File: src/rtl/graph_types_pkg.sv
`default_nettype none

package graph_types_pkg;

  // --------------------
  // Vertex addressing
  // --------------------

  // Vertex number within one descriptor
  typedef logic [15:0] vertex_index_t;

  // Byte address on the graph memory side
  typedef logic [31:0] graph_addr_t;

  // Work descriptor, base first then count
  typedef struct packed {
    graph_addr_t   base_address;
    vertex_index_t vertex_count;
  } graph_descriptor_t;

  // Size of one vertex record in bytes
  localparam int VERTEX_BYTES = 4;

endpackage : graph_types_pkg

`default_nettype wire

File: src/rtl/descriptor_dispatcher.sv
`default_nettype none

module descriptor_dispatcher import graph_types_pkg::*; #(
  parameter int NUM_PE = 4
) (
  input  wire logic              ap_clk,
  input  wire logic              control_areset,
  input  wire logic              desc_valid,
  input  wire graph_addr_t       desc_base_address,
  input  wire vertex_index_t     desc_vertex_count,
  input  wire logic [NUM_PE-1:0] pe_done,
  input  wire logic              fifo_empty,
  output logic                   desc_ready,
  output logic                   busy,
  output logic                   start,
  output graph_descriptor_t      descriptor
);

  // --------------------
  // Controller state
  // --------------------
  typedef enum logic [1:0] {
    ST_IDLE,
    ST_STARTING,
    ST_RUNNING
  } disp_state_t;

  disp_state_t state;

  // Accept only while idle
  assign desc_ready = (state == ST_IDLE);
  assign busy       = (state != ST_IDLE);

  always_ff @(posedge ap_clk) begin
    if (control_areset) begin
      state <= ST_IDLE;
      start <= 1'b0;
    end else begin
      // Start is a single-cycle pulse
      start <= 1'b0;
      case (state)
        ST_IDLE: begin
          if (desc_valid) begin
            state <= ST_STARTING;
          end
        end
        ST_STARTING: begin
          start <= 1'b1;
          state <= ST_RUNNING;
        end
        ST_RUNNING: begin
          // Engines still show done while start is in flight
          if (!start && (&pe_done) && fifo_empty) begin
            state <= ST_IDLE;
          end
        end
        default: state <= ST_IDLE;
      endcase
    end
  end

  // Descriptor held until the next acceptance
  always_ff @(posedge ap_clk) begin
    if (desc_valid && desc_ready) begin
      descriptor.base_address <= desc_base_address;
      descriptor.vertex_count <= desc_vertex_count;
    end
  end

endmodule : descriptor_dispatcher

`default_nettype wire

File: config.mk
export PLATFORM = sky130hd
export DESIGN_NAME = descriptor_dispatcher
export DESIGN_NICKNAME = d
export VERILOG_FILES = /design/src/rtl/graph_types_pkg.sv /design/src/rtl/descriptor_dispatcher.sv
export SDC_FILE = /design/constraint.sdc
export NUM_CORES = 1
export LEC_CHECK = 0
export ABC_CLOCK_PERIOD_IN_PS = 4200
export BUFFER_PORTS_ARGS = -buffer_cell sky130_fd_sc_hd__buf_2
export CAP_MARGIN = 10
export CELL_PAD_IN_SITES_DETAIL_PLACEMENT = 1
export CELL_PAD_IN_SITES_GLOBAL_PLACEMENT = 2
export CORE_ASPECT_RATIO = 0.75
export CORE_MARGIN = 10
export CORE_UTILIZATION = 23
export DETAILED_ROUTE_END_ITERATION = 8
export PLACE_DENSITY_LB_ADDON = 0.1
export SYNTH_ARGS = -nofsm -noshare
export SYNTH_HDL_FRONTEND = slang
export SYNTH_SLANG_ARGS = --single-unit
File: constraint.sdc
create_clock -name ap_clk -period 4.2 [get_ports ap_clk]
set_input_delay 0.21 -clock ap_clk [delete_from_list [all_inputs] [get_ports ap_clk]]
set_output_delay 0.21 -clock ap_clk [all_outputs]
set_load 0.01 [all_outputs]
==> results.py <==
metrics = {
    "drt": {
        "avgViaCountPerCell": 3.89,
        "firstDrtPassIters": 4,
        "number_of_violations_reported_at_the_end_of_detailed_routing_iteration_0": 25,
        "ant_nets": 0,
        "drc": 0,
        "routed-via-count": 1000,
        "detail_route.wirelength_um": 4520,
        "wire_per_inst_um": 17.6,
    },
    "pwr": {
        "total_power_mw": 0.987,
        "cellLeakagePower_nw": 0.977,
        "ir_worst_vdd_mv": 0.147,
        "power_density_mw_per_mm2": 429,
    },
    "cells_and_area": {
        "share_of_cells_above_drive_strength_1_pct": 64.8,
        "layout.cells.most_common_list": "106 x sky130_fd_sc_hd__buf_2, 48 x sky130_fd_sc_hd__edfxtp_1, 5 x sky130_fd_sc_hd__clkbuf_8",
        "area.growth.synth_to_final_pct": 46.5,
        "antenna_cells": 0,
        "num-fill-cells": 682,
        "fin_nets": 231,
        "final_common_cell": "sky130_fd_sc_hd__buf_2",
    },
    "global_routing": {
        "gr-usage-all-layers_pct": 8.23,
        "maximum_number_of_pins_on_one_net_before_global_route_repair": 28,
        "grt_pass1_wl_um": 6570,
        "antenna_violations_before_repair": 0,
        "globalRouteOverflowTotal": 0,
        "first_global_vias": 1182,
    },
    "sta": {
        "peak_clock_frequency_supported_by_timing_ghz": 0.482,
        "slew_headroom_pct": 29.0,
        "final_max_slew_viols": 0,
        "setup_viol": 0,
        "final.setup.tns_ps": 0,
        "layout_min_cycle_time_ps": 2080,
        "actual_transition_at_the_worst_max_transition_pin_ps": 1060,
        "rsz_0062_raised_after_global_routing": "false",
        "finalHoldViolations": 0,
        "timing.clock.skew_ps": 4.89,
        "post-route-period-util_pct": 49.4,
    },
    "synthesis": {
        "synth_cell_types": 10,
        "synthesis.instances": 61,
        "mappedNetlistArea_sq_mm": 0.00157,
        "postSynthNetCount": 117,
        "flops_latches_synth": 51,
        "synth-warning-count": 0,
        "synth-seq-area-share_pct": 95.5,
        "avgSynthCellArea_sq_um": 25.8,
    },
    "setup_path": {
        "cp_max_fo": 27,
        "ff2ff_setup_slack_ps": 2120,
        "worst-endpoint-arrival_ps": 2040,
        "setup.worst_path.end_class": "flop",
        "reg2reg_from": "state[1]$_SDFFE_PP0P_",
        "worstSetupStartpointType": "flop",
        "criticalPathCategory": "flop to flop",
        "worstRegToRegCells": 2,
        "timing.rr.end": "descriptor[26]$_DFFE_PP_",
        "cp.required_ps": 4160,
    },
    "clock_tree": {
        "clkSlewWorstSetupHoldPaths_ps": 90,
        "maximum_root_to_sink_buffer_count": 2,
        "htree_levels": 2,
        "clkLatencyLatePin_ps": 290,
        "cts_setup_buffers": 0,
        "cts_tree": "yes",
        "cts-hold-fix-buffers": 0,
        "cts_num_sinks": 51,
        "cts-buffers-inserted": 5,
        "cts-root-buf": "sky130_fd_sc_hd__clkbuf_8",
        "count_of_instances_resized_after_the_clock_tree_is_built": 0,
    },
    "floorplanning": {
        "die_width_um": 115,
        "design.portCount": 107,
        "die_area_sq_mm": 0.0106,
        "chipHeight_um": 91.6,
        "row_count": 25,
        "design.core.area_sq_mm": 0.00647,
        "floorplan.initialDensity_pct": 24.3,
    },
    "placed_design": {
        "gp_congestion": 0.674,
        "io_buffer_count": 106,
    },
    "worst_hold_path": {
        "min-delay-path-class": "primary input to flop",
        "min_delay_path_depth": 1,
        "hold_start": "desc_base_address[28]",
        "timing.hold.worst_endpoint": "descriptor[44]$_DFFE_PP_",
    },
    "flow_run": {
        "cap_violations": 0,
    },
    "outcome": {
        "status": "completed",
    },
}
==> cell usage after synthesis (all sizes together) <==
cell type	instances	area [sq um]
nor2b	2	12.5
inv	1	3.75
nand2b	1	6.26
nor3b	1	7.51
edfxtp	48	1440
a311oi	1	15.0
dfxtp	3	60.1
xnor2	1	8.76
nor2	2	7.51
and4	1	8.76
==> final cells by class <==
class                   count  area [sq um]  share of cell area, %
flip-flops and latches     51          1500                   65.2
repair buffers            107           538                   23.4
well taps                  81           101                   4.40
multi-input cells           9          77.6                   3.37
clock buffers               6          72.6                   3.15
clock inverters             2          7.51                  0.326
inverters                   1          3.75                  0.163
==> critical path, cell delays in order (launching register included) <==
cell                      delay, ps
sky130_fd_sc_hd__dfxtp_1        360
sky130_fd_sc_hd__nor3b_4        890
sky130_fd_sc_hd__buf_4          470
==> layer usage <==
metal	global-route usage [%]	part of all wire [%]	routed length, um
met5	0	0	0
met4	2.21	0.40	18
met3	6.57	17	761
met2	13.2	47	2100
met1	8.03	36	1640
==> where the power goes <==
group	switching, mW	leakage [nW]	internal (mW)
clock network	0.146	0.0403	0.114
logic	0.0648	0.453	0.0481
registers	0.0110	0.483	0.603
==> per-stage QoR <==
step,worst slack (ps),instances,cell area (sq um),utilization [%],hold WS (ps)
5_1_grt,1890,257,2300,35.6,59.9
3_3_place_gp,2140,249,2220,34.3,387
2_1_floorplan,1480,61,1580,-,278
3_5_place_dp,2050,249,2220,34.3,388
6_report,2120,257,2300,35.6,91.1
4_1_cts,2030,257,2300,35.6,74.6
==> how the worst max path moves through the flow <==
stage | start | end | slack [ps] | depth (start not counted)
final | state[1]$_SDFFE_PP0P_ | descriptor[26]$_DFFE_PP_ | 2120 | 2
after global routing | state[1]$_SDFFE_PP0P_ | descriptor[7]$_DFFE_PP_ | 1890 | 2
after CTS | state[1]$_SDFFE_PP0P_ | descriptor[18]$_DFFE_PP_ | 2030 | 2
after detailed placement | state[1]$_SDFFE_PP0P_ | descriptor[18]$_DFFE_PP_ | 2050 | 2
after global placement | state[1]$_SDFFE_PP0P_ | descriptor[8]$_DFFE_PP_ | 2140 | 2
after floorplan | state[1]$_SDFFE_PP0P_ | descriptor[0]$_DFFE_PP_ | 1480 | 1
==> flip-flops by register name, summed over array words and instances, names as in the netlist <==
register and count:
start 1, state 2, descriptor 48
==> logic make-up after synthesis <==
group	count (synthesis)	share of synthesized area, %
and+or+nand+nor	7	2.71
xor gates and xnor gates	1	0.557
AOI/OAI and AO/OA	1	0.955
buffers and inverters	1	0.239
DFF	51	95.5
No activity file was read; power rests on OpenSTA's default activity.
