==> src/rtl/graph_types_pkg.sv <==
`default_nettype none

package graph_types_pkg;

  // --------------------
  // Vertex addressing
  // --------------------

  // Vertex number within one descriptor
  typedef logic [15:0] vertex_index_t;

  // Byte address on the graph memory side
  typedef logic [31:0] graph_addr_t;

  // Work descriptor, base first then count
  typedef struct packed {
    graph_addr_t   base_address;
    vertex_index_t vertex_count;
  } graph_descriptor_t;

  // Size of one vertex record in bytes
  localparam int VERTEX_BYTES = 4;

endpackage : graph_types_pkg

`default_nettype wire

==> src/rtl/mem_req_if.sv <==
`default_nettype none

interface mem_req_if import graph_types_pkg::*; ();

  // Four-phase request, engine to generator
  logic        req;
  logic        ack;
  // Payload, stable while req is high
  graph_addr_t base_address;
  graph_addr_t address_offset;

  modport engine (
    output req, base_address, address_offset,
    input  ack
  );

  modport generator (
    input  req, base_address, address_offset,
    output ack
  );

endinterface : mem_req_if

`default_nettype wire

==> src/rtl/vertex_request_engine.sv <==
`default_nettype none

module vertex_request_engine import graph_types_pkg::*; #(
  parameter int NUM_PE   = 4,
  parameter int PE_INDEX = 0
) (
  input  wire logic              ap_clk,
  input  wire logic              control_areset,
  input  wire logic              start,
  input  wire graph_descriptor_t descriptor,
  output logic                   done,
  mem_req_if.engine              mem_req
);

  // --------------------
  // Handshake FSM
  // --------------------
  typedef enum logic [1:0] {
    ST_IDLE,
    ST_REQ,
    ST_RELEASE
  } eng_state_t;

  eng_state_t    state;
  vertex_index_t vertex;
  // One extra bit so the stride cannot wrap
  logic [16:0]   next_vertex;

  assign next_vertex  = {1'b0, vertex} + 17'(NUM_PE);

  // Request payload follows the current vertex
  assign mem_req.req            = (state == ST_REQ);
  assign mem_req.base_address   = descriptor.base_address;
  assign mem_req.address_offset = graph_addr_t'(vertex) * graph_addr_t'(VERTEX_BYTES);

  assign done = (state == ST_IDLE);

  always_ff @(posedge ap_clk) begin
    if (control_areset) begin
      state  <= ST_IDLE;
      vertex <= '0;
    end else begin
      case (state)
        ST_IDLE: begin
          // Engines beyond the count stay idle
          if (start && (17'(PE_INDEX) < {1'b0, descriptor.vertex_count})) begin
            vertex <= vertex_index_t'(PE_INDEX);
            state  <= ST_REQ;
          end
        end
        ST_REQ: begin
          if (mem_req.ack) begin
            state <= ST_RELEASE;
          end
        end
        ST_RELEASE: begin
          // Wait for ack low before the next vertex
          if (!mem_req.ack) begin
            if (next_vertex < {1'b0, descriptor.vertex_count}) begin
              vertex <= next_vertex[15:0];
              state  <= ST_REQ;
            end else begin
              state <= ST_IDLE;
            end
          end
        end
        default: state <= ST_IDLE;
      endcase
    end
  end

endmodule : vertex_request_engine

`default_nettype wire

==> src/flat_wrapper.sv <==
// flat-port wrapper written by rule: the top's interface ports become plain ports
module vertex_request_engine_flat import graph_types_pkg::*;
#(
  parameter int NUM_PE   = 4,
  parameter int PE_INDEX = 0
)
  (ap_clk, control_areset, start, descriptor, done, mem_req_req, mem_req_base_address, mem_req_address_offset, mem_req_ack);
  mem_req_if mem_req_i ();
  input  wire logic ap_clk;
  input  wire logic control_areset;
  input  wire logic start;
  input  wire graph_descriptor_t descriptor;
  output logic done;
  output wire logic [$bits(mem_req_i.req)-1:0] mem_req_req;
  output wire logic [$bits(mem_req_i.base_address)-1:0] mem_req_base_address;
  output wire logic [$bits(mem_req_i.address_offset)-1:0] mem_req_address_offset;
  input wire logic [$bits(mem_req_i.ack)-1:0] mem_req_ack;
  assign mem_req_req = mem_req_i.req;
  assign mem_req_base_address = mem_req_i.base_address;
  assign mem_req_address_offset = mem_req_i.address_offset;
  assign mem_req_i.ack = mem_req_ack;
  vertex_request_engine #(.NUM_PE(NUM_PE), .PE_INDEX(PE_INDEX)) u_core (.ap_clk(ap_clk), .control_areset(control_areset), .start(start), .descriptor(descriptor), .done(done), .mem_req(mem_req_i));
endmodule
==> config.mk <==
export PLATFORM = sky130hd
export DESIGN_NAME = vertex_request_engine_flat
export DESIGN_NICKNAME = d
export VERILOG_FILES = /design/src/rtl/graph_types_pkg.sv /design/src/rtl/mem_req_if.sv /design/src/rtl/vertex_request_engine.sv /design/src/flat_wrapper.sv
export SDC_FILE = /design/constraint.sdc
export NUM_CORES = 1
export LEC_CHECK = 0
export BUFFER_PORTS_ARGS = -buffer_cell sky130_fd_sc_hd__buf_2
export CAP_MARGIN = 10
export CORE_UTILIZATION = 42
export DETAILED_ROUTE_END_ITERATION = 7
export PLACE_DENSITY = 0.84
export SYNTH_ARGS = -nofsm -noshare
export SYNTH_HDL_FRONTEND = slang
export SYNTH_SLANG_ARGS = --single-unit
==> constraint.sdc <==
create_clock -name ap_clk -period 3.5 [get_ports ap_clk]
set_input_delay 0.7 -clock ap_clk [delete_from_list [all_inputs] [get_ports ap_clk]]
set_output_delay 0.7 -clock ap_clk [all_outputs]
set_load 0.03 [all_outputs]
==> results.md <==
* CTS H-tree depth at 1
* Wire per inst at 13.75 microns
* Non-Filler Instances at 282
* Crit start category: flop
* Std cell rows at 23
* Chip Width at 66.72 microns
* CTS tree: built
* Grt ovf at 0
* First-pass GRT wire length at 6.072 mm
* CP cell instances: ha_2, nand4_1, or2_2, nor2_1, xor2_1, ha_1, nand4_1, nor4_2, a32oi_2, nand3_2, or3b_1, a21oi_1
* Port bufs at 35
* Most common cell on crit path: nand4_1
* Worst hold stages at 2
* Clk pwr share at 37.5%
* Post-synth top area cell: buf_4
* Fill cell count at 412
* TritonRoute pass-1 iters at 4
* Initial antenna violation count at 0
* Vias/cell at 5.397
* Register Area at 320.3 sq um
* Final Slew Violations at 0
* Fmax at 307.5 MHz
* Share of post-route cells with drive strength above 1 at 23.28%
* Pwr per Cell Area at 247.3 mW/mm^2
* Initial Utilization at 43.98%
* Async SR Flop Fraction at 0%
* Cell variety after synth at 47
* Post-Syn Area per Cell at 7.716 sq um
* Synth area leaders: buf_4, dfxtp_1, ha_1
* Post-synth top area share at 21.34%
* Starting DRT DRC Count at 51
* Warnings, synthesis at 0
* # IOs at 118
* CP top delay family: simple AND/OR/NAND/NOR gates
* Switching Fraction at 30.05%
* Antenna diode count at 0
* Sequential-to-total area share from yosys stat at 18.21%
* VDD IR max at 0.1590 mV
* Clock Pin Slew Worst Setup and Hold Paths at 0.06 ns
* WS Path Type: flop to flop
* Most frequent cells in the layout: buf_2, inv_1, conb_1
* Int Power at 305.8 uW
* Clock insertion delay at the later pin of the skew report at 0.25 ns
* Vias in the first global route at 1,347
* EDFF count, synth at 0
* Max-cap violation count at 0
* Hold slack at 0.5247 ns
* Design area at 0.001768 sq mm
* Critical-path maximum fanout at 9
* Die area at 0.004452 sq mm
* Number of buffers and inverters on the critical path at 0
* Clock buffer depth at 2
* Area delta synth->final at 0.4981%
* Worst-Margin Slew at 0.7250 ns
* Wirelength, routed at 3.878 mm
* Reg power frac at 42.5%
* DRC violations left at 0
* Final ANT Viol Nets at 0
* Hold_buf cts at 0
* RD Place Congestion at 0.9167
* Worst rel slew slack at 51.57%
* Post-layout min period at 3.252 ns
* Core region area at 0.004000 sq mm
* Tot GR Track Use at 17.61%
* Detailed Place HPWL at 3.043 mm
* Placed cells at 277
* Worst path slowest cell: or3b_1
* Synth Register Bits at 16
* Commonest non-fill, non-tap cell in the layout: buf_2
* CP required at 3.68 ns
* Num CTS Buffers at 3
* Top FF cell, synth: dfxtp_1
* Static Leakage at 0.8379 nW
* Nets at 300
* Clock Sinks at 16
* Worst Skew at 0.001478 ns
* Levels on crit path at 12
* CTS root buf: clkbuf_8
* Final setup vio count at 0
* Tightest Hold Check Type: flop to flop
* Placed inst area at 0.001680 sq mm
* CP arrival at 3.43 ns
* Worst Reg2Reg Path Length in Cells at 12
* Fin crit share at 92.92%
* P_sw at 131.4 uW
* Hold Vio Cnt, Final at 0
* Chip height at 66.72 microns
* Gate Count Post-Synth at 228
* Area of the mapped netlist at 0.001759 sq mm
* Multi-input gate area at 0.001061 sq mm
* Largest net degree at the start of global routing at 18
* Fin util at 44.20%
* DR vias at 1,522
* CP endpoint kind: flop
* Combinational share of power at 20.0%
* Crit-path max cell delay at 0.42 ns
* Outcome: completed
[sequential cells by signal, indices dropped and copies added, names as in the netlist]
register and flops:
u_core.vertex 14, u_core.state 2
[what timing repair did]
action / in CTS / in global routing
resized for setup: 0 / 6
setup buffers: 0 / 1
setup endpoints to repair: 0 / 12
[worst min-delay path, stage by stage, from the launching register on]
cell,delay (ns)
dfxtp_1,0.34
nand2_1,0.07
o32ai_1,0.06
[cells in the mapped netlist (4+ instances only)]
library cell and count:
inv_1 18, nand3_1 10, or4_1 4, nand4_1 6
nor2b_1 5, o21ai_0 6, or3_1 4, nor2_1 11
clkbuf_1 4, buf_4 50, a21oi_1 13, nand2_1 12
ha_1 15, nor4_1 5, dfxtp_1 16, xnor2_1 9
[power by group through the flow]
stage / logic (mW) / clock network (mW) / registers, mW
floorplan: 0.145 / 0 / 0.190
global placement: 0.0848 / 0 / 0.190
detailed placement: 0.0859 / 0 / 0.190
CTS: 0.0864 / 0.166 / 0.186
global route: 0.0958 / 0.176 / 0.186
finish: 0.0874 / 0.164 / 0.186
[worst paths after layout]
| path | from | end | slack (ns) |
|---|---|---|---|
| worst max-delay path | u_core.vertex[2] | u_core.vertex[4] | 0.25 |
| worst max register to register | u_core.vertex[2] | u_core.vertex[4] | 0.25 |
| worst min register to register | u_core.vertex[14] | u_core.vertex[14] | 0.52 |
| worst min-delay path | u_core.vertex[14] | u_core.vertex[14] | 0.52 |
[layer usage]
| metal | vias to the layer above | track usage, % | wire length [microns] |
|---|---|---|---|
| met5 | - | 0 | 0 |
| met4 | 0 | 5.319 | 24 |
| met3 | 4 | 3.253 | 319 |
| met2 | 70 | 28.54 | 1810 |
| met1 | 704 | 23.38 | 1723 |
| li1 | 744 | - | - |
[per-stage QoR]
step / setup slack, ns / total power, mW / setup TNS, ns
detailed placement: 0.1316 / 0.2757 / 0
global placement: 0.2212 / 0.2744 / 0
CTS: 0.1295 / 0.4377 / 0
finish: 0.2477 / 0.4372 / 0
global route: -0.03273 / 0.4577 / -0.06656
floorplan: 0.3073 / 0.3348 / 0
[cell families after synthesis]
family / synth area share, %
adder cells (fa/ha/maj): 10.67
AND/OR/NAND/NOR: 21.34
AO/OA/AOI/OAI: 17.07
buffers and inverters: 26.53
XOR/XNOR: 5.975
other: 0.2132
flip-flops: 18.21
[area by class of cell]
type | count | area share (%)
timing repair buffer | 38 | 11.18
sequential | 16 | 18.12
clock buffer | 4 | 3.114
multi-input combinational | 155 | 60.01
tap | 50 | 3.539
inverter | 19 | 4.034
(Power assumes the default switching activity.)
